$ cat src/rtl/bus_pkg.sv
package bus_pkg;

	// ====================================================================
	// Bus widths
	// ====================================================================

	localparam int ADDR_WIDTH = 32;
	localparam int DATA_WIDTH = 32;
	localparam int REGION_WIDTH = 4;

	typedef logic [ADDR_WIDTH-1:0] addr_t;
	typedef logic [DATA_WIDTH-1:0] data_t;

	// Top address nibble selects the slave
	typedef logic [REGION_WIDTH-1:0] region_t;

	localparam region_t REGION_RAM = 4'h1;
	localparam region_t REGION_LED = 4'h4;
	localparam region_t REGION_TIMER = 4'hA;

	// ====================================================================
	// Arbiter FSM
	// ====================================================================

	typedef enum logic [1:0] {
		ARB_IDLE,
		ARB_BUSY,
		ARB_RELEASE
	} arb_state_t;

endpackage

$ cat src/rtl/soc_bus_if.sv
`timescale 1ns/1ps

interface soc_bus_if;

	// Request side, held steady until ready
	logic request;
	logic rw;
	bus_pkg::addr_t address;
	bus_pkg::data_t wdata;

	// Response side, ready is a one-cycle pulse
	bus_pkg::data_t rdata;
	logic ready;

	modport master (
		output request,
		output rw,
		output address,
		output wdata,
		input rdata,
		input ready
	);

	modport slave (
		input request,
		input rw,
		input address,
		input wdata,
		output rdata,
		output ready
	);

endinterface

$ cat src/rtl/addr_decoder.sv
`timescale 1ns/1ps

module addr_decoder (
	input logic clock,
	input logic i_reset,
	soc_bus_if.slave upstream,
	soc_bus_if.master ram_bus,
	soc_bus_if.master reg_bus
);

	localparam int OFFSET_W = bus_pkg::ADDR_WIDTH - bus_pkg::REGION_WIDTH;

	bus_pkg::region_t region;
	logic sel_ram;
	logic sel_reg;
	logic sel_none;
	logic none_ready;

	// ====================================================================
	// Region decode
	// ====================================================================

	assign region = upstream.address[bus_pkg::ADDR_WIDTH-1 -: bus_pkg::REGION_WIDTH];

	assign sel_ram = (region == bus_pkg::REGION_RAM);
	assign sel_reg = (region == bus_pkg::REGION_LED) || (region == bus_pkg::REGION_TIMER);
	assign sel_none = !sel_ram && !sel_reg;

	// RAM sees an offset within its region
	assign ram_bus.request = upstream.request && sel_ram;
	assign ram_bus.rw = upstream.rw;
	assign ram_bus.address = {{bus_pkg::REGION_WIDTH{1'b0}}, upstream.address[OFFSET_W-1:0]};
	assign ram_bus.wdata = upstream.wdata;

	// Register block serves two regions and keeps the region field
	assign reg_bus.request = upstream.request && sel_reg;
	assign reg_bus.rw = upstream.rw;
	assign reg_bus.address = upstream.address;
	assign reg_bus.wdata = upstream.wdata;

	// ====================================================================
	// Response
	// ====================================================================

	// Unmapped access completes on its own so the bus never hangs
	always_ff @(posedge clock)
	begin
		if (i_reset)
			none_ready <= 1'b0;
		else
			none_ready <= upstream.request && sel_none && !none_ready;
	end

	always_comb
	begin
		if (sel_ram)
		begin
			upstream.ready = ram_bus.ready;
			upstream.rdata = ram_bus.rdata;
		end
		else if (sel_reg)
		begin
			upstream.ready = reg_bus.ready;
			upstream.rdata = reg_bus.rdata;
		end
		else
		begin
			upstream.ready = none_ready;
			upstream.rdata = '0;
		end
	end

endmodule

$ cat src/flat_wrapper.sv
// flat-port wrapper written by rule: the top's interface ports become plain ports
module addr_decoder_flat 
  (clock, i_reset, upstream_request, upstream_rw, upstream_address, upstream_wdata, upstream_rdata, upstream_ready, ram_bus_request, ram_bus_rw, ram_bus_address, ram_bus_wdata, ram_bus_rdata, ram_bus_ready, reg_bus_request, reg_bus_rw, reg_bus_address, reg_bus_wdata, reg_bus_rdata, reg_bus_ready);
  soc_bus_if upstream_i ();
  soc_bus_if ram_bus_i ();
  soc_bus_if reg_bus_i ();
  input logic clock;
  input logic i_reset;
  input wire logic [$bits(upstream_i.request)-1:0] upstream_request;
  input wire logic [$bits(upstream_i.rw)-1:0] upstream_rw;
  input wire logic [$bits(upstream_i.address)-1:0] upstream_address;
  input wire logic [$bits(upstream_i.wdata)-1:0] upstream_wdata;
  output wire logic [$bits(upstream_i.rdata)-1:0] upstream_rdata;
  output wire logic [$bits(upstream_i.ready)-1:0] upstream_ready;
  output wire logic [$bits(ram_bus_i.request)-1:0] ram_bus_request;
  output wire logic [$bits(ram_bus_i.rw)-1:0] ram_bus_rw;
  output wire logic [$bits(ram_bus_i.address)-1:0] ram_bus_address;
  output wire logic [$bits(ram_bus_i.wdata)-1:0] ram_bus_wdata;
  input wire logic [$bits(ram_bus_i.rdata)-1:0] ram_bus_rdata;
  input wire logic [$bits(ram_bus_i.ready)-1:0] ram_bus_ready;
  output wire logic [$bits(reg_bus_i.request)-1:0] reg_bus_request;
  output wire logic [$bits(reg_bus_i.rw)-1:0] reg_bus_rw;
  output wire logic [$bits(reg_bus_i.address)-1:0] reg_bus_address;
  output wire logic [$bits(reg_bus_i.wdata)-1:0] reg_bus_wdata;
  input wire logic [$bits(reg_bus_i.rdata)-1:0] reg_bus_rdata;
  input wire logic [$bits(reg_bus_i.ready)-1:0] reg_bus_ready;
  assign upstream_i.request = upstream_request;
  assign upstream_i.rw = upstream_rw;
  assign upstream_i.address = upstream_address;
  assign upstream_i.wdata = upstream_wdata;
  assign upstream_rdata = upstream_i.rdata;
  assign upstream_ready = upstream_i.ready;
  assign ram_bus_request = ram_bus_i.request;
  assign ram_bus_rw = ram_bus_i.rw;
  assign ram_bus_address = ram_bus_i.address;
  assign ram_bus_wdata = ram_bus_i.wdata;
  assign ram_bus_i.rdata = ram_bus_rdata;
  assign ram_bus_i.ready = ram_bus_ready;
  assign reg_bus_request = reg_bus_i.request;
  assign reg_bus_rw = reg_bus_i.rw;
  assign reg_bus_address = reg_bus_i.address;
  assign reg_bus_wdata = reg_bus_i.wdata;
  assign reg_bus_i.rdata = reg_bus_rdata;
  assign reg_bus_i.ready = reg_bus_ready;
  addr_decoder u_core (.clock(clock), .i_reset(i_reset), .upstream(upstream_i), .ram_bus(ram_bus_i), .reg_bus(reg_bus_i));
endmodule
$ cat config.mk
export PLATFORM = sky130hd
export DESIGN_NAME = addr_decoder_flat
export DESIGN_NICKNAME = d
export VERILOG_FILES = /design/src/rtl/bus_pkg.sv /design/src/rtl/soc_bus_if.sv /design/src/rtl/addr_decoder.sv /design/src/flat_wrapper.sv
export SDC_FILE = /design/constraint.sdc
export NUM_CORES = 1
export LEC_CHECK = 0
export BUFFER_PORTS_ARGS = -buffer_cell sky130_fd_sc_hd__clkbuf_2
export CAP_MARGIN = 20
export CORE_AREA = 2 2 114 116
export CTS_BUF_LIST = sky130_fd_sc_hd__clkbuf_4 sky130_fd_sc_hd__clkbuf_8
export DETAILED_ROUTE_END_ITERATION = 6
export DIE_AREA = 0 0 116 118
export SYNTH_ARGS = -nofsm -noshare
export SYNTH_HDL_FRONTEND = slang
export SYNTH_SLANG_ARGS = --single-unit
$ cat constraint.sdc
create_clock -name clock -period 2.7 [get_ports clock]
set_input_delay 0.135 -clock clock [delete_from_list [all_inputs] [get_ports clock]]
set_output_delay 0.135 -clock clock [all_outputs]
set_load 0.03 [all_outputs]
==> metrics.md <==
| Metric | Value |
|---|---|
| Status | `finished clean` |
| Worst Path Required | `2.57 ns` |
| LEAKAGE | `0.668 nW` |
| Most frequent CP cell | `clkbuf_2` |
| Die area | `13700 sq um` |
| Crit path from | `upstream_address[29]` |
| Pin count of the biggest net entering global routing | `37` |
| Final Hold Fails | `0` |
| R2r worst-path depth | `3` |
| HPWL after detailed placement | `4630 microns` |
| Final RePlAce weighted congestion | `0.696` |
| Crit Reg-Reg Startpoint | `u_core.none_ready$_SDFF_PP0_` |
| RSZ-0062 raised after global routing | `no` |
| Number of port buffers | `111` |
| Largest Register | `u_core.none_ready` |
| Peak VDD IR | `84.7 uV` |
| Post-Layout Inst Area | `1240 sq um` |
| Worst min-delay path startpoint | `upstream_address[22]` |
| Hold Crit Class | `in -> out` |
| Max reg flops | `1` |
| Mean Syn Cell Area | `7.90 sq um` |
| Vias in the first global route | `1015` |
| DRT antenna net count | `0` |
| FF+latch area | `20.0 sq um` |
| Layout Skew | `0 ns` |
| Multi-input logic area | `415 sq um` |
| Via count | `1042` |
| CORE AREA | `12400 sq um` |
| Crit-path slowest cell | `or3b_4` |
| Avg WL per Cell | `15.5 microns` |
| DRT iter0 DRCs | `17` |
| WS Path Type | `in -> out` |
| Grt ovf | `0` |
| Number of synthesized register bits | `1` |
| Simple-gate area share of the yosys netlist | `0.0491` |
| Worst Setup EP | `upstream_rdata[4]` |
| R2R Setup Slk | `2.07 ns` |
| Clock Latency Late Sink | `0 ns` |
| Synth Area in Adders | `0` |
| Layout cells sized above 1 | `0.780` |
| Diodes inserted | `0` |
| Starting Density | `0.117` |
| Critical path startpoint category | `input port` |
| Critical-path cell list | `clkbuf_2, or3b_4, a21oi_4, buf_12, a22o_1, clkbuf_2` |
| RR Endpoint | `u_core.none_ready$_SDFF_PP0_` |
| Crit end category | `output pin` |
| Top flop regs | `u_core.none_ready (1)` |
| Pins Over Slew Limit | `0` |
| Crit Path Max Fanout | `25` |
| Final net count | `300` |
| Post-Syn Area | `1450 sq um` |
| Initial DRT Pass Iterations | `4` |
| Xor and xnor area share after synthesis | `0` |
| Die extent in y | `118 microns` |
| Sequential-to-total area share from yosys stat | `0.0138` |
| Crit path time final | `1.81 ns` |
| Worst path max stage delay | `0.42 ns` |
| Hold buffers post-CTS | `0` |
| Placed Area | `1240 sq um` |
| Final period util | `0.671` |
| Site Rows | `41` |
| Multiplexer share of the synthesized area | `0` |
| First-pass GRT wire length | `6460 microns` |
| Fillers | `1489` |
| Drt drc | `0` |
| Initial antenna violation count | `0` |
| # Post-CTS Setup Buffers | `0` |
| Max-cap violations | `0` |
| Largest family of logic cells by synthesized area | `buffers and inverters` |
| Post-CTS Resized | `0` |
| Post-synthesis compound-gate area fraction | `0.226` |
| Drt total wl | `5200 microns` |
| YS warnings | `0` |
| Layout area overhead | `-14.6%` |
| Vias per Instance | `3.10` |
| Pwr Density | `170 nW/um^2` |
| FMAX | `552 MHz` |
| Mapped Cells | `184` |
| Final setup fails | `0` |
| # IOs | `299` |
| Fin Setup TNS | `0 ns` |
| Die width | `116 microns` |
| Arr. time, crit path | `1.68 ns` |
| Synth unique cells | `19` |
| GRT Total Usage | `0.0651` |
-- layout make-up --
type / instances / share of cell area
multi-input combinational: 48 / 0.335
inverter: 2 / 0.00605
timing repair buffer: 113 / 0.470
tap: 172 / 0.173
sequential: 1 / 0.0161
-- critical path: cells and delay by family --
kind | cells | cell delay [ns]
simple gates | 1 | 0.42
buf+inv | 3 | 0.56
compound gates | 2 | 0.54
-- metal layers --
metal / global-route usage / routed length (microns)
met3: 0.0170 / 684
met4: 0.0372 / 311
met1: 0.0596 / 1630
met5: 0 / 0
met2: 0.125 / 2570
-- where the power goes --
group	internal, mW	switching (mW)	total [mW]	leakage, nW
Sequential	0.0161	0.000405	0.0165	0.00827
Combinational	0.0784	0.117	0.195	0.659
Clock	0	0	0	0
Total	0.0945	0.117	0.212	0.668
-- how the worst min path moves through the flow --
stage               cells past startpoint  slack [ns]                      endpoint
floorplan                               2        0.25  u_core.none_ready$_SDFF_PP0_
global placement                        0        0.27              ram_bus_wdata[3]
detailed placement                      0        0.27              ram_bus_wdata[3]
CTS                                     0        0.27              ram_bus_wdata[3]
global route                            0        0.27             ram_bus_wdata[18]
finish                                  0        0.27           ram_bus_address[22]
-- per-stage QoR --
stage               setup WS, ns  instances   util  hold slack (ns)  total power, mW
floorplan                  0.938        187      -            0.253            0.469
global placement           0.833        336  0.100            0.270            0.216
detailed placement         0.836        336  0.100            0.270            0.215
CTS                        0.831        336  0.100            0.270            0.216
global route               0.776        336  0.100            0.270            0.227
finish                     0.889        336  0.100            0.270            0.212
-- layout by cell type, fill, tap and decap left out, types with 2 or more instances in the layout --
cell type  Yosys  routed
clkbuf_2       0     111
a22o_1        20      20
a22o_2        12      12
conb_1         1       4
and2_1         2       2
inv_1          2       2
nand2_1        2       2
-- synth_stat cells --
cell | number | area, sq um
buf_6 | 3 | 33.8
nor4b_4 | 1 | 23.8
nand3b_1 | 1 | 7.51
conb_1 | 1 | 3.75
dfxtp_1 | 1 | 20.0
a22o_1 | 20 | 175
nor3_1 | 1 | 5.00
or3b_4 | 1 | 11.3
inv_1 | 2 | 7.51
and2_1 | 2 | 12.5
buf_4 | 130 | 976
clkbuf_1 | 2 | 7.51
buf_2 | 1 | 5.00
nor2_1 | 1 | 3.75
a211o_1 | 1 | 8.76
o311ai_0 | 1 | 8.76
a21oi_4 | 1 | 16.3
nand2_1 | 2 | 7.51
a22o_2 | 12 | 120
-- logic make-up (layout without fill, tap and decap cells) --
logic type	after synthesis	count (layout)
buf+inv	138	115
compound gates	35	35
simple gates	9	9
other cells	1	4
flops	1	1
No activity file was read; power rests on OpenSTA's default activity.
