===== src/rtl/bus_pkg.sv =====
package bus_pkg;

	// ====================================================================
	// Bus widths
	// ====================================================================

	localparam int ADDR_WIDTH = 32;
	localparam int DATA_WIDTH = 32;
	localparam int REGION_WIDTH = 4;

	typedef logic [ADDR_WIDTH-1:0] addr_t;
	typedef logic [DATA_WIDTH-1:0] data_t;

	// Top address nibble selects the slave
	typedef logic [REGION_WIDTH-1:0] region_t;

	localparam region_t REGION_RAM = 4'h1;
	localparam region_t REGION_LED = 4'h4;
	localparam region_t REGION_TIMER = 4'hA;

	// ====================================================================
	// Arbiter FSM
	// ====================================================================

	typedef enum logic [1:0] {
		ARB_IDLE,
		ARB_BUSY,
		ARB_RELEASE
	} arb_state_t;

endpackage


===== src/rtl/soc_bus_if.sv =====
`timescale 1ns/1ps

interface soc_bus_if;

	// Request side, held steady until ready
	logic request;
	logic rw;
	bus_pkg::addr_t address;
	bus_pkg::data_t wdata;

	// Response side, ready is a one-cycle pulse
	bus_pkg::data_t rdata;
	logic ready;

	modport master (
		output request,
		output rw,
		output address,
		output wdata,
		input rdata,
		input ready
	);

	modport slave (
		input request,
		input rw,
		input address,
		input wdata,
		output rdata,
		output ready
	);

endinterface


===== src/rtl/bus_arbiter.sv =====
`timescale 1ns/1ps

module bus_arbiter (
	input logic clock,
	input logic i_reset,

	// Port A, instruction fetch
	input logic i_pa_request,
	input bus_pkg::addr_t i_pa_address,
	output logic o_pa_ready,
	output bus_pkg::data_t o_pa_rdata,

	// Port B, data
	input logic i_pb_request,
	input logic i_pb_rw,
	input bus_pkg::addr_t i_pb_address,
	input bus_pkg::data_t i_pb_wdata,
	output logic o_pb_ready,
	output bus_pkg::data_t o_pb_rdata,

	// Port C, DMA
	input logic i_pc_request,
	input logic i_pc_rw,
	input bus_pkg::addr_t i_pc_address,
	input bus_pkg::data_t i_pc_wdata,
	output logic o_pc_ready,
	output bus_pkg::data_t o_pc_rdata,

	soc_bus_if.master bus
);

	localparam logic [1:0] GRANT_A = 2'd0;
	localparam logic [1:0] GRANT_B = 2'd1;
	localparam logic [1:0] GRANT_C = 2'd2;

	bus_pkg::arb_state_t state;
	logic [1:0] grant;
	logic [1:0] next_grant;
	logic any_request;
	logic bus_done;

	assign any_request = i_pa_request || i_pb_request || i_pc_request;

	// Fixed priority, DMA first
	always_comb
	begin
		if (i_pc_request)
			next_grant = GRANT_C;
		else if (i_pb_request)
			next_grant = GRANT_B;
		else
			next_grant = GRANT_A;
	end

	always_ff @(posedge clock)
	begin
		if (i_reset)
		begin
			state <= bus_pkg::ARB_IDLE;
			grant <= GRANT_A;
			bus.request <= 1'b0;
		end
		else
		begin
			case (state)
				bus_pkg::ARB_IDLE:
				begin
					if (any_request)
					begin
						grant <= next_grant;
						bus.request <= 1'b1;
						state <= bus_pkg::ARB_BUSY;
					end
				end
				bus_pkg::ARB_BUSY:
				begin
					if (bus.ready)
					begin
						bus.request <= 1'b0;
						state <= bus_pkg::ARB_RELEASE;
					end
				end
				// One dead cycle so the slave sees request drop
				default:
					state <= bus_pkg::ARB_IDLE;
			endcase
		end
	end

	// Transfer fields are latched while idle and held through the transfer
	always_ff @(posedge clock)
	begin
		if (state == bus_pkg::ARB_IDLE)
		begin
			case (next_grant)
				GRANT_C:
				begin
					bus.rw <= i_pc_rw;
					bus.address <= i_pc_address;
					bus.wdata <= i_pc_wdata;
				end
				GRANT_B:
				begin
					bus.rw <= i_pb_rw;
					bus.address <= i_pb_address;
					bus.wdata <= i_pb_wdata;
				end
				default:
				begin
					// Fetch port only reads
					bus.rw <= 1'b0;
					bus.address <= i_pa_address;
					bus.wdata <= '0;
				end
			endcase
		end
	end

	assign bus_done = (state == bus_pkg::ARB_BUSY) && bus.ready;

	assign o_pa_ready = bus_done && (grant == GRANT_A);
	assign o_pb_ready = bus_done && (grant == GRANT_B);
	assign o_pc_ready = bus_done && (grant == GRANT_C);

	assign o_pa_rdata = (grant == GRANT_A) ? bus.rdata : '0;
	assign o_pb_rdata = (grant == GRANT_B) ? bus.rdata : '0;
	assign o_pc_rdata = (grant == GRANT_C) ? bus.rdata : '0;

endmodule


===== src/flat_wrapper.sv =====
// flat-port wrapper written by rule: the top's interface ports become plain ports
module bus_arbiter_flat 
  (clock, i_reset, i_pa_request, i_pa_address, o_pa_ready, o_pa_rdata, i_pb_request, i_pb_rw, i_pb_address, i_pb_wdata, o_pb_ready, o_pb_rdata, i_pc_request, i_pc_rw, i_pc_address, i_pc_wdata, o_pc_ready, o_pc_rdata, bus_request, bus_rw, bus_address, bus_wdata, bus_rdata, bus_ready);
  soc_bus_if bus_i ();
  input logic clock;
  input logic i_reset;
  input logic i_pa_request;
  input bus_pkg::addr_t i_pa_address;
  output logic o_pa_ready;
  output bus_pkg::data_t o_pa_rdata;
  input logic i_pb_request;
  input logic i_pb_rw;
  input bus_pkg::addr_t i_pb_address;
  input bus_pkg::data_t i_pb_wdata;
  output logic o_pb_ready;
  output bus_pkg::data_t o_pb_rdata;
  input logic i_pc_request;
  input logic i_pc_rw;
  input bus_pkg::addr_t i_pc_address;
  input bus_pkg::data_t i_pc_wdata;
  output logic o_pc_ready;
  output bus_pkg::data_t o_pc_rdata;
  output wire logic [$bits(bus_i.request)-1:0] bus_request;
  output wire logic [$bits(bus_i.rw)-1:0] bus_rw;
  output wire logic [$bits(bus_i.address)-1:0] bus_address;
  output wire logic [$bits(bus_i.wdata)-1:0] bus_wdata;
  input wire logic [$bits(bus_i.rdata)-1:0] bus_rdata;
  input wire logic [$bits(bus_i.ready)-1:0] bus_ready;
  assign bus_request = bus_i.request;
  assign bus_rw = bus_i.rw;
  assign bus_address = bus_i.address;
  assign bus_wdata = bus_i.wdata;
  assign bus_i.rdata = bus_rdata;
  assign bus_i.ready = bus_ready;
  bus_arbiter u_core (.clock(clock), .i_reset(i_reset), .i_pa_request(i_pa_request), .i_pa_address(i_pa_address), .o_pa_ready(o_pa_ready), .o_pa_rdata(o_pa_rdata), .i_pb_request(i_pb_request), .i_pb_rw(i_pb_rw), .i_pb_address(i_pb_address), .i_pb_wdata(i_pb_wdata), .o_pb_ready(o_pb_ready), .o_pb_rdata(o_pb_rdata), .i_pc_request(i_pc_request), .i_pc_rw(i_pc_rw), .i_pc_address(i_pc_address), .i_pc_wdata(i_pc_wdata), .o_pc_ready(o_pc_ready), .o_pc_rdata(o_pc_rdata), .bus(bus_i));
endmodule

===== config.mk =====
export PLATFORM = sky130hd
export DESIGN_NAME = bus_arbiter_flat
export DESIGN_NICKNAME = d
export VERILOG_FILES = /design/src/rtl/bus_pkg.sv /design/src/rtl/soc_bus_if.sv /design/src/rtl/bus_arbiter.sv /design/src/flat_wrapper.sv
export SDC_FILE = /design/constraint.sdc
export NUM_CORES = 1
export LEC_CHECK = 0
export BUFFER_PORTS_ARGS = -buffer_cell sky130_fd_sc_hd__buf_2
export CAP_MARGIN = 20
export CORE_AREA = 8 8 134 136
export DETAILED_ROUTE_END_ITERATION = 10
export DIE_AREA = 0 0 142 144
export GPL_ROUTABILITY_DRIVEN = 0
export SLEW_MARGIN = 10
export SYNTH_ARGS = -nofsm -noshare
export SYNTH_HDL_FRONTEND = slang
export SYNTH_SLANG_ARGS = --single-unit

===== constraint.sdc =====
create_clock -name clock -period 8.9 [get_ports clock]
set_input_delay 1.78 -clock clock [delete_from_list [all_inputs] [get_ports clock]]
set_output_delay 1.78 -clock clock [all_outputs]
set_load 0.005 [all_outputs]

==> flow_metrics.tcl <==
set metrics [dict create \
    top_ff_cell_synth "sky130_fd_sc_hd__edfxtp_1" \
    portion_of_netlist_area_occupied_by_mux_cells 0.0831 \
    total_leakage_power_nw 3.19 \
    synthesis.area_sq_um 3860 \
    postSynthCellCount 346 \
    ir_worst_vdd_mv 0.0734 \
    maxCapViolCount 0 \
    timing_worst_slew_pin_value_ns 0.865 \
    grtUsageMet3 0.0634 \
    synth_seq_cells 70 \
    final-hold-violation-count 0 \
    netlist.top_cell.by_area "sky130_fd_sc_hd__edfxtp_1" \
    maximum_number_of_pins_on_one_net_before_global_route_repair 68 \
    period_needed_ns 4.17 \
    clock_skew_ns 0.00437 \
    synth.avg_cell_area_sq_um 11.1 \
    global_route.peak_usage_layer "met2" \
    timing.max_slew.rel_slack 0.423 \
    startpoint_type "input port" \
    start_util 0.240 \
    post_cts.resized_instances 0 \
    worstPathArrival_ns 2.39 \
    clockRootBuffer "sky130_fd_sc_hd__clkbuf_16" \
    final_nets 898 \
    clock_insertion_delay_at_the_later_pin_of_the_skew_report_ns 0.33 \
    setup_repair_after_global_routing_missed_its_margin "no" \
    post_synth_fa_ha_maj_area_fraction 0 \
    cts_tree "yes" \
    post-route-drc-count 0 \
    first_pass_grt_wire_length_um 21200 \
    die-width_um 142 \
    die_height_um 144 \
    port-buffer-count 364 \
    met2_layer_usage_reported_by_global_route 0.242 \
    antenna_left 0 \
    synth-edff-count 65 \
    area_growth_syn_to_layout_pct 59.7 \
    post_synth_xor_area_fraction 0 \
    largest_family_of_logic_cells_by_synthesized_area "simple AND/OR/NAND/NOR gates" \
    cp-end-kind "primary output" \
    syn-num-nets 546 \
    required_ns 7.12 \
    timing_worst_setup_path_type "input port to primary output" \
    result_of_the_run "finished clean" \
    tritoncts.num_buffers 9 \
    met1_usage_grt 0.136 \
    dieArea_sq_um 20400 \
    core_region_area_sq_um 16100 \
    drt_pre_antenna_iters 4 \
    dp_hpwl_um 12200 \
    numClockSinks 70 \
    finalSetupTns_ns 0 \
    count_of_final_max_slew_check_failures 0 \
    yosys-top-cells-count "96 x sky130_fd_sc_hd__and2_1, 65 x sky130_fd_sc_hd__edfxtp_1, 35 x sky130_fd_sc_hd__nand2_1" \
    first_iter_violations 98 \
    postCtsHoldBufs 0 \
    drive_above_1_share 0.552 \
    drt-vias-per-instance 4.16 \
    worst-path-max-fanout 5 \
    track_usage 0.135 \
    postRouteWirelength_um 14900 \
    detailroute.via_count 3844 \
    yosysSeqAreaShare 0.532 \
    post_cts.repair.setup_buffers 0 \
    yosys.cell_count.top_type "sky130_fd_sc_hd__and2_1" \
    row_count 47 \
    grt.overflow.total 0 \
    wire_per_inst_um 16.2 \
    fmax_ghz 0.240 \
    synth_area_leaders "sky130_fd_sc_hd__edfxtp_1 51%, sky130_fd_sc_hd__and2_1 16%, sky130_fd_sc_hd__mux2i_1 8.3%" \
    antenna_violations_before_repair 0 \
    synth_compound_area_frac 0.128 \
    synth_simple_gate_area_frac 0.213 \
    power_density_nw_per_um2 165 \
    worst_hold_check_path_type "register to register" \
    setup_viol 0 \
    cts_htree_levels 3 \
    diodes 0 \
    clock_path_buffers 2 \
    design.portCount 365 \
    power.total_w 0.00102 \
    clkSlewWorstSetupHoldPaths_ns 0.06 \
    grt_pass1_vias 3899 \
    reg2reg_slack_ns 7.32 \
    postSynth.asyncResetShare 0 \
    ys.warnings.count 0 \
    timing.final.crit_share 0.469 \
    synth.top_cell.area_share 0.506 \
    synth_cell_type_count 25 \
]
final cells by class:
cell class                      instances  area [sq um]
Multi-Input combinational cell        248          1640
Tap cell                              220           275
Clock inverter                          6          93.8
Timing Repair Buffer                  369          1870
Sequential cell                        70          2050
Fill cell                            1613          9890
Clock buffer                           10           229
placed cells by master, fill, tap and decap left out, types with 2 or more instances in the layout:
cell type / netlist / layout
sky130_fd_sc_hd__a21oi_1: 2 / 2
sky130_fd_sc_hd__buf_2: 3 / 364
sky130_fd_sc_hd__bufinv_16: 0 / 2
sky130_fd_sc_hd__dfxtp_1: 5 / 5
sky130_fd_sc_hd__and2_1: 96 / 96
sky130_fd_sc_hd__nor3_1: 2 / 2
sky130_fd_sc_hd__nor2_1: 4 / 3
sky130_fd_sc_hd__clkinv_4: 0 / 2
sky130_fd_sc_hd__buf_4: 6 / 4
sky130_fd_sc_hd__clkbuf_16: 0 / 9
sky130_fd_sc_hd__edfxtp_1: 65 / 65
sky130_fd_sc_hd__o21ai_0: 32 / 32
sky130_fd_sc_hd__nor3b_1: 2 / 2
sky130_fd_sc_hd__mux2i_1: 32 / 32
sky130_fd_sc_hd__nand2_1: 35 / 35
sky130_fd_sc_hd__a22o_1: 33 / 33
sky130_fd_sc_hd__o31ai_1: 2 / 2
power by group:
group	switching (W)	internal (W)	leakage (nW)	total, W
sequential	0.00000989	0.000405	0.704	0.000415
clock	0.000144	0.000247	0.153	0.000392
combinational	0.000104	0.000105	2.33	0.000210
path summary, 6_finish.rpt:
kind | depth (start not counted) | start | to
max reg2reg | 2 | u_core.state[1]$_SDFFE_PP0P_ | u_core.bus.address[3]$_DFFE_PN_
max | 4 | bus_ready | o_pc_ready
min reg2reg | 2 | u_core.bus.request$_SDFFE_PP0P_ | u_core.bus.request$_SDFFE_PP0P_
min | 2 | u_core.bus.request$_SDFFE_PP0P_ | u_core.bus.request$_SDFFE_PP0P_
metal layers:
layer,up-vias,routed length (um)
met5,-,0
met4,0,198
met3,15,1650
met2,209,7570
met1,1676,5490
li1,1944,-
registers in the layout, indices dropped and copies added (netlist names):
register,count
u_core.bus.wdata,32
u_core.bus.rw,1
u_core.bus.address,32
u_core.grant,2
u_core.state,2
u_core.bus.request,1
metrics by stage:
| stage | util | hold slack [ns] | worst slack, ns | cell area (sq um) | cells |
|---|---|---|---|---|---|
| 2_1_floorplan | - | 0.447 | 4.96 | 3860 | 346 |
| 3_3_place_gp | 0.363 | 0.465 | 4.74 | 5820 | 906 |
| 3_5_place_dp | 0.363 | 0.460 | 4.73 | 5820 | 906 |
| 4_1_cts | 0.383 | 0.468 | 4.72 | 6140 | 922 |
| 5_1_grt | 0.384 | 0.510 | 4.62 | 6160 | 923 |
| 6_report | 0.384 | 0.463 | 4.73 | 6160 | 923 |
kinds of logic (layout without fill, tap and decap cells):
logic type	after synthesis	count (layout)
compound gates	71	71
flops	70	70
buf+inv	28	385
simple gates	145	145
mux	32	32
critical path: stages:
cell and delay (ns):
sky130_fd_sc_hd__buf_2 0.09, sky130_fd_sc_hd__nand3b_1 0.16, sky130_fd_sc_hd__nor3b_1 0.22, sky130_fd_sc_hd__buf_2 0.14
Power figures use the tool's default switching activity.
