### config.mk
export PLATFORM = sky130hd
export DESIGN_NAME = timer_led_regs_flat
export DESIGN_NICKNAME = d
export VERILOG_FILES = /design/src/rtl/bus_pkg.sv /design/src/rtl/periph_pkg.sv /design/src/rtl/soc_bus_if.sv /design/src/rtl/timer_led_regs.sv /design/src/flat_wrapper.sv
export SDC_FILE = /design/constraint.sdc
export NUM_CORES = 1
export LEC_CHECK = 0
export ABC_CLOCK_PERIOD_IN_PS = 4300
export BUFFER_PORTS_ARGS = -buffer_cell sky130_fd_sc_hd__buf_2
export CAP_MARGIN = 30
export CORE_MARGIN = 10
export CORE_UTILIZATION = 38
export DETAILED_ROUTE_END_ITERATION = 10
export GPL_TIMING_DRIVEN = 0
export PLACE_DENSITY = 0.65
export SLEW_MARGIN = 10
export SYNTH_ARGS = -nofsm -noshare
export SYNTH_HDL_FRONTEND = slang
export SYNTH_SLANG_ARGS = --single-unit
### constraint.sdc
create_clock -name clock -period 4.3 [get_ports clock]
set_input_delay 1.29 -clock clock [delete_from_list [all_inputs] [get_ports clock]]
set_output_delay 1.29 -clock clock [all_outputs]
set_load 0.02 [all_outputs]
### src/rtl/bus_pkg.sv
package bus_pkg;

	// ====================================================================
	// Bus widths
	// ====================================================================

	localparam int ADDR_WIDTH = 32;
	localparam int DATA_WIDTH = 32;
	localparam int REGION_WIDTH = 4;

	typedef logic [ADDR_WIDTH-1:0] addr_t;
	typedef logic [DATA_WIDTH-1:0] data_t;

	// Top address nibble selects the slave
	typedef logic [REGION_WIDTH-1:0] region_t;

	localparam region_t REGION_RAM = 4'h1;
	localparam region_t REGION_LED = 4'h4;
	localparam region_t REGION_TIMER = 4'hA;

	// ====================================================================
	// Arbiter FSM
	// ====================================================================

	typedef enum logic [1:0] {
		ARB_IDLE,
		ARB_BUSY,
		ARB_RELEASE
	} arb_state_t;

endpackage

### src/rtl/periph_pkg.sv
package periph_pkg;

	// LED bank on the board
	localparam int LED_WIDTH = 10;
	typedef logic [LED_WIDTH-1:0] led_t;

	// Register index comes from address bits 4:2
	localparam int INDEX_LSB = 2;
	typedef logic [2:0] reg_index_t;

	// Timer register map
	localparam reg_index_t TMR_COUNT = 3'd0;
	localparam reg_index_t TMR_COMPARE = 3'd1;
	localparam reg_index_t TMR_CONTROL = 3'd2;
	localparam reg_index_t TMR_STATUS = 3'd3;

	// Control fields
	localparam int CTRL_ENABLE_BIT = 0;
	localparam int CTRL_IRQ_BIT = 1;

	// Status fields, write 1 to clear
	localparam int STATUS_PENDING_BIT = 0;

endpackage

### src/rtl/soc_bus_if.sv
`timescale 1ns/1ps

interface soc_bus_if;

	// Request side, held steady until ready
	logic request;
	logic rw;
	bus_pkg::addr_t address;
	bus_pkg::data_t wdata;

	// Response side, ready is a one-cycle pulse
	bus_pkg::data_t rdata;
	logic ready;

	modport master (
		output request,
		output rw,
		output address,
		output wdata,
		input rdata,
		input ready
	);

	modport slave (
		input request,
		input rw,
		input address,
		input wdata,
		output rdata,
		output ready
	);

endinterface

### src/rtl/timer_led_regs.sv
`timescale 1ns/1ps

module timer_led_regs #(
	parameter int TICK_DIVIDER = 4
) (
	input logic clock,
	input logic i_reset,
	soc_bus_if.slave bus,
	output periph_pkg::led_t o_led,
	output logic o_interrupt
);

	localparam int TICK_W = (TICK_DIVIDER > 1) ? $clog2(TICK_DIVIDER) : 1;

	bus_pkg::region_t region;
	periph_pkg::reg_index_t index;
	logic is_led;
	logic is_timer;
	logic access;
	logic write;
	logic timer_write;

	periph_pkg::led_t led_q;
	logic [TICK_W-1:0] prescale;
	logic tick;
	logic match;
	bus_pkg::data_t count;
	bus_pkg::data_t compare;
	logic count_enable;
	logic irq_enable;
	logic pending;

	bus_pkg::data_t read_value;
	bus_pkg::data_t rdata_q;
	logic ready_q;

	// ====================================================================
	// Access decode
	// ====================================================================

	assign region = bus.address[bus_pkg::ADDR_WIDTH-1 -: bus_pkg::REGION_WIDTH];
	assign index = bus.address[periph_pkg::INDEX_LSB +: 3];
	assign is_led = (region == bus_pkg::REGION_LED);
	assign is_timer = (region == bus_pkg::REGION_TIMER);

	assign access = bus.request && !ready_q;
	assign write = access && bus.rw;
	assign timer_write = write && is_timer;

	// LED register answers at any offset
	always_ff @(posedge clock)
	begin
		if (i_reset)
			led_q <= '0;
		else if (write && is_led)
			led_q <= bus.wdata[periph_pkg::LED_WIDTH-1:0];
	end

	// ====================================================================
	// Timer
	// ====================================================================

	assign tick = count_enable && (prescale == TICK_W'(TICK_DIVIDER - 1));
	assign match = tick && (count == compare);

	always_ff @(posedge clock)
	begin
		if (i_reset || !count_enable || tick)
			prescale <= '0;
		else
			prescale <= prescale + 1'b1;
	end

	always_ff @(posedge clock)
	begin
		if (i_reset)
		begin
			count <= '0;
			compare <= '0;
			count_enable <= 1'b0;
			irq_enable <= 1'b0;
			pending <= 1'b0;
		end
		else
		begin
			// Restart from zero on the compare match
			if (tick)
				count <= match ? '0 : count + 1'b1;

			if (timer_write && (index == periph_pkg::TMR_COMPARE))
				compare <= bus.wdata;

			if (timer_write && (index == periph_pkg::TMR_CONTROL))
			begin
				count_enable <= bus.wdata[periph_pkg::CTRL_ENABLE_BIT];
				irq_enable <= bus.wdata[periph_pkg::CTRL_IRQ_BIT];
			end

			// A new match wins over a clear in the same cycle
			if (match)
				pending <= 1'b1;
			else if (timer_write && (index == periph_pkg::TMR_STATUS)
				&& bus.wdata[periph_pkg::STATUS_PENDING_BIT])
				pending <= 1'b0;
		end
	end

	// ====================================================================
	// Read back
	// ====================================================================

	always_comb
	begin
		read_value = '0;
		if (is_led)
			read_value[periph_pkg::LED_WIDTH-1:0] = led_q;
		else if (is_timer)
		begin
			case (index)
				periph_pkg::TMR_COUNT: read_value = count;
				periph_pkg::TMR_COMPARE: read_value = compare;
				periph_pkg::TMR_CONTROL:
				begin
					read_value[periph_pkg::CTRL_ENABLE_BIT] = count_enable;
					read_value[periph_pkg::CTRL_IRQ_BIT] = irq_enable;
				end
				periph_pkg::TMR_STATUS: read_value[periph_pkg::STATUS_PENDING_BIT] = pending;
				default: read_value = '0;
			endcase
		end
	end

	always_ff @(posedge clock)
	begin
		if (i_reset)
			ready_q <= 1'b0;
		else
			ready_q <= access;
	end

	always_ff @(posedge clock)
	begin
		if (access)
			rdata_q <= read_value;
	end

	assign bus.ready = ready_q;
	assign bus.rdata = rdata_q;

	assign o_led = led_q;
	assign o_interrupt = pending && irq_enable;

endmodule

### src/flat_wrapper.sv
// flat-port wrapper written by rule: the top's interface ports become plain ports
module timer_led_regs_flat 
#(
	parameter int TICK_DIVIDER = 4
)
  (clock, i_reset, o_led, o_interrupt, bus_request, bus_rw, bus_address, bus_wdata, bus_rdata, bus_ready);
  soc_bus_if bus_i ();
  input logic clock;
  input logic i_reset;
  output periph_pkg::led_t o_led;
  output logic o_interrupt;
  input wire logic [$bits(bus_i.request)-1:0] bus_request;
  input wire logic [$bits(bus_i.rw)-1:0] bus_rw;
  input wire logic [$bits(bus_i.address)-1:0] bus_address;
  input wire logic [$bits(bus_i.wdata)-1:0] bus_wdata;
  output wire logic [$bits(bus_i.rdata)-1:0] bus_rdata;
  output wire logic [$bits(bus_i.ready)-1:0] bus_ready;
  assign bus_i.request = bus_request;
  assign bus_i.rw = bus_rw;
  assign bus_i.address = bus_address;
  assign bus_i.wdata = bus_wdata;
  assign bus_rdata = bus_i.rdata;
  assign bus_ready = bus_i.ready;
  timer_led_regs #(.TICK_DIVIDER(TICK_DIVIDER)) u_core (.clock(clock), .i_reset(i_reset), .bus(bus_i), .o_led(o_led), .o_interrupt(o_interrupt));
endmodule
==> results.sh, run 1 <==
export IMPL_routed_via_density=5.19
export IMPL_yosys_warnings=0
export IMPL_grt_usage=0.147
export IMPL_worstSetupPathType="in2reg"
export IMPL_core_area_um2=13100
export IMPL_ys_async_sr_fraction=0
export IMPL_synth_ff_type="dfxtp_1"
export IMPL_ir_drop_uv=193
export IMPL_cts_buffers_inserted=9
export IMPL_cts_setup_buffers=0
export IMPL_synth_top_family_by_area="simple AND/OR/NAND/NOR gates"
export IMPL_antenna_found_initial=0
export IMPL_fillers=1305
export IMPL_cp_slowest_stage_delay_ns=0.50
export IMPL_ant_nets=0
export IMPL_critical_path_top_delay_family="simple AND/OR/NAND/NOR gates"
export IMPL_grt_max_degree=31
export IMPL_seq_area_frac_synth=0.506
export IMPL_dieArea_um2=18300
export IMPL_synth_top_area_share=0.316
export IMPL_cpMostUsedCell="buf_2"
export IMPL_multiInputGateArea_um2=2330
export IMPL_cts_buffer_depth=2
export IMPL_drt_initial_drc_count=299
export IMPL_antenna_cells=0
export IMPL_synth_common_cells="nand2_1, dfxtp_1, nor2_1, xnor2_1, a21oi_1"
export IMPL_final_seq_area_um2=2560
export IMPL_synth_edf_count=32
export IMPL_synth_top_area_cell="dfxtp_1"
export IMPL_slowest_stage="nor3_1"
export IMPL_worstMarginPinSlew_ns=0.678
export IMPL_finalHoldViolCount=0
export IMPL_core_rowCount=42
export IMPL_slew_headroom=0.544
export IMPL_clkTransAtPathRegs_ns=0.07
export IMPL_hold_path_class="reg2reg"
export IMPL_cts_root_buf="clkbuf_16"
export IMPL_dr_pass1_iters=5
export IMPL_synth_compound_area_frac=0.108
export IMPL_drc=0
export IMPL_power_density_nw_per_um2=346
export IMPL_yosysMostFrequentCell="nand2_1"
export IMPL_fin_crit_ns=2.77
export IMPL_die_w_um=135
export IMPL_crit_path_end_kind="flop"
export IMPL_layout_drive_gt1_share=0.201
export IMPL_tritoncts="yes"
export IMPL_fmax_mhz=361
export IMPL_synth_adder_area_share=0.00494
export IMPL_timing_max_cap_violations=0
export IMPL_gp_congestion=0.877
export IMPL_fin_nets=707
export IMPL_cts_hold_buf=0
export IMPL_postSynthCellCount=541
export IMPL_start_util=0.385
export IMPL_cts_resized=0
export IMPL_clock_sinks=112
export IMPL_worst_path_buf_inv=3
export IMPL_clock_skew_ns=0.00926
export IMPL_p_leak_nw=2.17
export IMPL_synthMuxAreaShare=0.0262
export IMPL_crit_arrival_ns=3.06
export IMPL_dr_total_vias=4247
export IMPL_cp_required_ns=4.58
export IMPL_routed_wl_mm=13.5
export IMPL_overflow=0
export IMPL_finalCritPeriodShare=0.645
export IMPL_final_max_slew_viol_count=0
export IMPL_io_pins=112
export IMPL_fin_util=0.460
export IMPL_clk_latency_ns=0.35
export IMPL_wl_per_cell_um=16.5
export IMPL_setup_violations=0
export IMPL_ys_ff_latch=112
export IMPL_grt_pass1_wl_mm=21.5
export IMPL_path_cells="buf_2, nor3b_2, inv_2, nor3_1, buf_2, nand2_1, a21oi_1"
export IMPL_area_growth_syn_to_layout_pct=19.4
export IMPL_die_height_um=135
export IMPL_outcome="completed"
export IMPL_path_max_fanout=10
export IMPL_hpwl_mm=10.5
export IMPL_avgSynthCellArea_um2=9.36
export IMPL_synthesis_area_um2=5060
export IMPL_portBuffers=84
export IMPL_synthesis_nets=611
export IMPL_ys_top_cells_by_area="dfxtp_1, edfxtp_1, xnor2_1"
export IMPL_yosysUniqueCellTypes=45
export IMPL_hold_slack_ns=0.434
export IMPL_grt_pass1_vias=4136
export IMPL_synthSimpleGateAreaFrac=0.219
export IMPL_h_tree_depth=3
export IMPL_synthXorXnorAreaFrac=0.102
export IMPL_critPathLaunchType="primary input"
export IMPL_rsz0062_at_grt="no"
==> worst paths after layout <==
| check | start | to | slack [ns] | depth (start not counted) |
|---|---|---|---|---|
| max | bus_address[2] | u_core.compare[31] | 1.53 | 7 |
| min | u_core.prescale[0] | u_core.prescale[0] | 0.43 | 1 |
| max reg2reg | u_core.count[25] | u_core.count[0] | 2.09 | 6 |
| min reg2reg | u_core.prescale[0] | u_core.prescale[0] | 0.43 | 1 |
==> state kept, by name, summed over array words and instances (netlist names) <==
register             flops
u_core.bus.ready         1
u_core.irq_enable        1
u_core.count_enable      1
u_core.bus.rdata        32
u_core.prescale          2
u_core.count            32
u_core.pending           1
u_core.compare          32
u_core.o_led            10
==> metrics by stage <==
| step | area (µm²) | TNS, ns | cells | total power, mW | setup WS (ns) |
|---|---|---|---|---|---|
| 2_1_floorplan | 5060 | 0 | 541 | 1.18 | 0.598 |
| 3_3_place_gp | 5700 | -1.51 | 801 | 1.23 | -0.155 |
| 3_5_place_dp | 5730 | 0 | 802 | 1.24 | 1.19 |
| 4_1_cts | 6040 | 0 | 818 | 2.10 | 1.55 |
| 5_1_grt | 6040 | 0 | 818 | 2.15 | 1.34 |
| 6_report | 6040 | 0 | 818 | 2.09 | 1.53 |
==> metal layers <==
layer | vias up | track usage | wire length (µm)
met3 | 19 | 0.0208 | 685
li1 | 2076 | - | -
met2 | 91 | 0.241 | 6570
met4 | 0 | 0.0688 | 342
met5 | - | 0 | 0
met1 | 2061 | 0.187 | 5870
==> placed cells by master (no fill, tap or decap), drive strengths merged, types with 3 or more instances in the layout <==
cell,Yosys,routed
and4,5,5
or3,3,3
nor4,3,3
mux2i,11,11
nand2,85,85
xnor2,39,39
edfxtp,32,32
buf,13,98
and2,3,3
clkinv,0,4
nand3b,3,3
dfxtp,80,80
nand4,18,18
a22oi,30,30
and3,10,10
xor2,20,20
clkbuf,25,34
a21oi,38,38
o21ai,14,14
inv,3,3
nor3,8,8
nor2,64,64
nand3,13,13
==> worst register-to-register path: stages, from the launching register on <==
cell and delay (ns):
dfxtp_1 0.51, xnor2_1 0.16, nand4_1 0.16, nor4_1 0.61, a31o_2 0.31, buf_2 0.25
o31ai_1 0.10
==> area by class of cell <==
type,count,share of cell area
clock inverters,7,0.0143
well taps,176,0.0365
multi-input cells,388,0.386
repair buffers,85,0.0729
plain buffers,38,0.0265
inverters,3,0.00186
clock buffers,9,0.0373
flip-flops and latches,112,0.424
==> power breakdown <==
group          internal [mW]  switching [mW]  total [mW]
Combinational         0.0351          0.0728       0.108
Sequential              1.10         0.00448        1.10
Clock                  0.506           0.375       0.881
Total                   1.64           0.453        2.09
==> cells by family (layout without fill, tap and decap cells) <==
| logic type | after synthesis | in the layout |
|---|---|---|
| simple gates | 226 | 226 |
| flops | 112 | 112 |
| compound gates | 89 | 89 |
| xor+xnor | 59 | 59 |
| buf+inv | 41 | 142 |
| mux | 12 | 12 |
| fa+ha+maj | 2 | 2 |
No activity file was read; power rests on OpenSTA's default activity.
==> run 2, diff against run 1 <==
- ABC_CLOCK_PERIOD_IN_PS: 4300 -> 2900
- clock period: 4.3 -> 2.9 ns (I/O delays scaled with it)
==> results.sh, run 2 (synthesized netlist as in run 1, its figures left out) <==
export IMPL_clock_sinks=112
export IMPL_overflow=0
export IMPL_wl_per_cell_um=16.7
export IMPL_grt_pass1_vias=4225
export IMPL_critPathLaunchType="primary input"
export IMPL_antenna_cells=0
export IMPL_grt_pass1_wl_mm=21.7
export IMPL_switchingPower_uw=658
export IMPL_worstSetupPathType="in2reg"
export IMPL_tritoncts="yes"
export IMPL_clk_latency_ns=0.35
export IMPL_fillers=1268
export IMPL_p_leak_nw=2.18
export IMPL_routed_via_density=5.17
export IMPL_final_cell_mix="buf_2, nand2_1, dfxtp_1, nor2_1, xnor2_1"
export IMPL_dr_pass1_iters=5
export IMPL_dr_total_vias=4225
export IMPL_use_met3=0.0267
export IMPL_intPower_mw=2.52
export IMPL_grt_busiest_layer="met2"
export IMPL_timing_max_cap_violations=0
export IMPL_cts_buffers_inserted=9
export IMPL_cts_hold_buf=0
export IMPL_seqPwrFrac=0.514
export IMPL_grtUsageMet1=0.178
export IMPL_fin_crit_ns=2.38
export IMPL_hold_path_class="reg2reg"
export IMPL_antenna_found_initial=0
export IMPL_core_rowCount=42
export IMPL_area_growth_syn_to_layout_pct=19.8
export IMPL_dieArea_um2=18300
export IMPL_cts_root_buf="clkbuf_16"
export IMPL_rsz0062_at_grt="no"
export IMPL_crit_path_end_kind="flop"
export IMPL_rr_worst_depth=6
export IMPL_h_tree_depth=3
export IMPL_p_clk_frac=0.436
export IMPL_setup_violations=0
export IMPL_worst_slack_ns=0.519
export IMPL_crit_arrival_ns=2.64
export IMPL_finalHoldViolCount=0
export IMPL_grt_usage=0.148
export IMPL_switching_share=0.207
export IMPL_start_util=0.385
export IMPL_power_share_combinational=0.050
export IMPL_cp_required_ns=3.16
export IMPL_cts_buffer_depth=2
export IMPL_hold_path_cell_count=1
export IMPL_ant_nets=0
export IMPL_die_w_um=135
export IMPL_ir_drop_uv=254
export IMPL_power_density_nw_per_um2=524
export IMPL_grt_max_degree=34
export IMPL_routed_wl_mm=13.7
export IMPL_portBuffers=84
export IMPL_outcome="completed"
export IMPL_use_met2=0.261
export IMPL_post_place_ws_ns=0.159
export IMPL_cts_resized=0
export IMPL_cts_setup_buffers=0
export IMPL_io_pins=112
export IMPL_drc=0
export IMPL_worstMarginPinSlew_ns=0.677
export IMPL_fmax_mhz=420
export IMPL_clock_skew_ns=0.00930
export IMPL_drt_initial_drc_count=285
export IMPL_tns_ns=0
export IMPL_clkTransAtPathRegs_ns=0.07
export IMPL_final_max_slew_viol_count=0
export IMPL_die_height_um=135
export IMPL_core_area_um2=13100
export IMPL_slew_headroom=0.545
export IMPL_fin_nets=707
export IMPL_finalCritPeriodShare=0.821
export IMPL_path_max_fanout=10
export IMPL_layout_drive_gt1_share=0.201
export IMPL_hpwl_mm=10.5
export IMPL_layout_commonest_cell="buf_2"
export IMPL_gp_congestion=0.887
==> run 2: worst paths after layout <==
kind	start	to	slack (ns)
setup / recovery	bus_address[2]	u_core.compare[3]	0.52
hold / removal	u_core.prescale[0]	u_core.prescale[0]	0.43
setup reg to reg	u_core.count[9]	u_core.count[0]	0.72
hold reg to reg	u_core.prescale[0]	u_core.prescale[0]	0.43
==> run 2: per-stage QoR <==
stage	power, mW	instances	hold WS, ns	cell area [µm²]	util
6_report	3.18	818	0.432	6060	0.462
4_1_cts	3.20	818	0.438	6060	0.462
2_1_floorplan	1.75	541	0.407	5060	-
5_1_grt	3.29	818	0.450	6060	0.462
3_5_place_dp	1.83	802	0.428	5730	0.436
3_3_place_gp	1.82	801	0.414	5700	0.434
==> run 2: power groups by stage <==
| stage | Combinational, mW | Sequential (mW) | Clock, mW |
|---|---|---|---|
| final | 0.160 | 1.63 | 1.39 |
| after global routing | 0.173 | 1.63 | 1.48 |
| after CTS | 0.162 | 1.63 | 1.41 |
| after floorplan | 0.0500 | 1.70 | 0 |
| after detailed placement | 0.161 | 1.67 | 0 |
| after global placement | 0.154 | 1.67 | 0 |
==> run 2: area by class of cell <==
type                       instances  area [µm²]  area share
sequential                       112        2560       0.423
timing repair buffer              85         440      0.0726
buffer                            38         160      0.0264
clock buffer                      10         229      0.0378
clock inverter                     6         106      0.0175
tap                              176         220      0.0363
inverter                           3        11.3     0.00186
multi-input combinational        388        2330       0.385
==> run 2: worst max-delay path: stages <==
cell	delay, ns
buf_2	0.18
nor3b_2	0.42
inv_2	0.06
nor3_1	0.49
buf_2	0.35
nand2_1	0.08
a21oi_1	0.19
==> run 2: layer usage <==
| layer | up-vias | wire length (µm) |
|---|---|---|
| li1 | 2071 | - |
| met1 | 2044 | 5740 |
| met2 | 102 | 6980 |
| met3 | 8 | 796 |
| met4 | 0 | 160 |
| met5 | - | 0 |
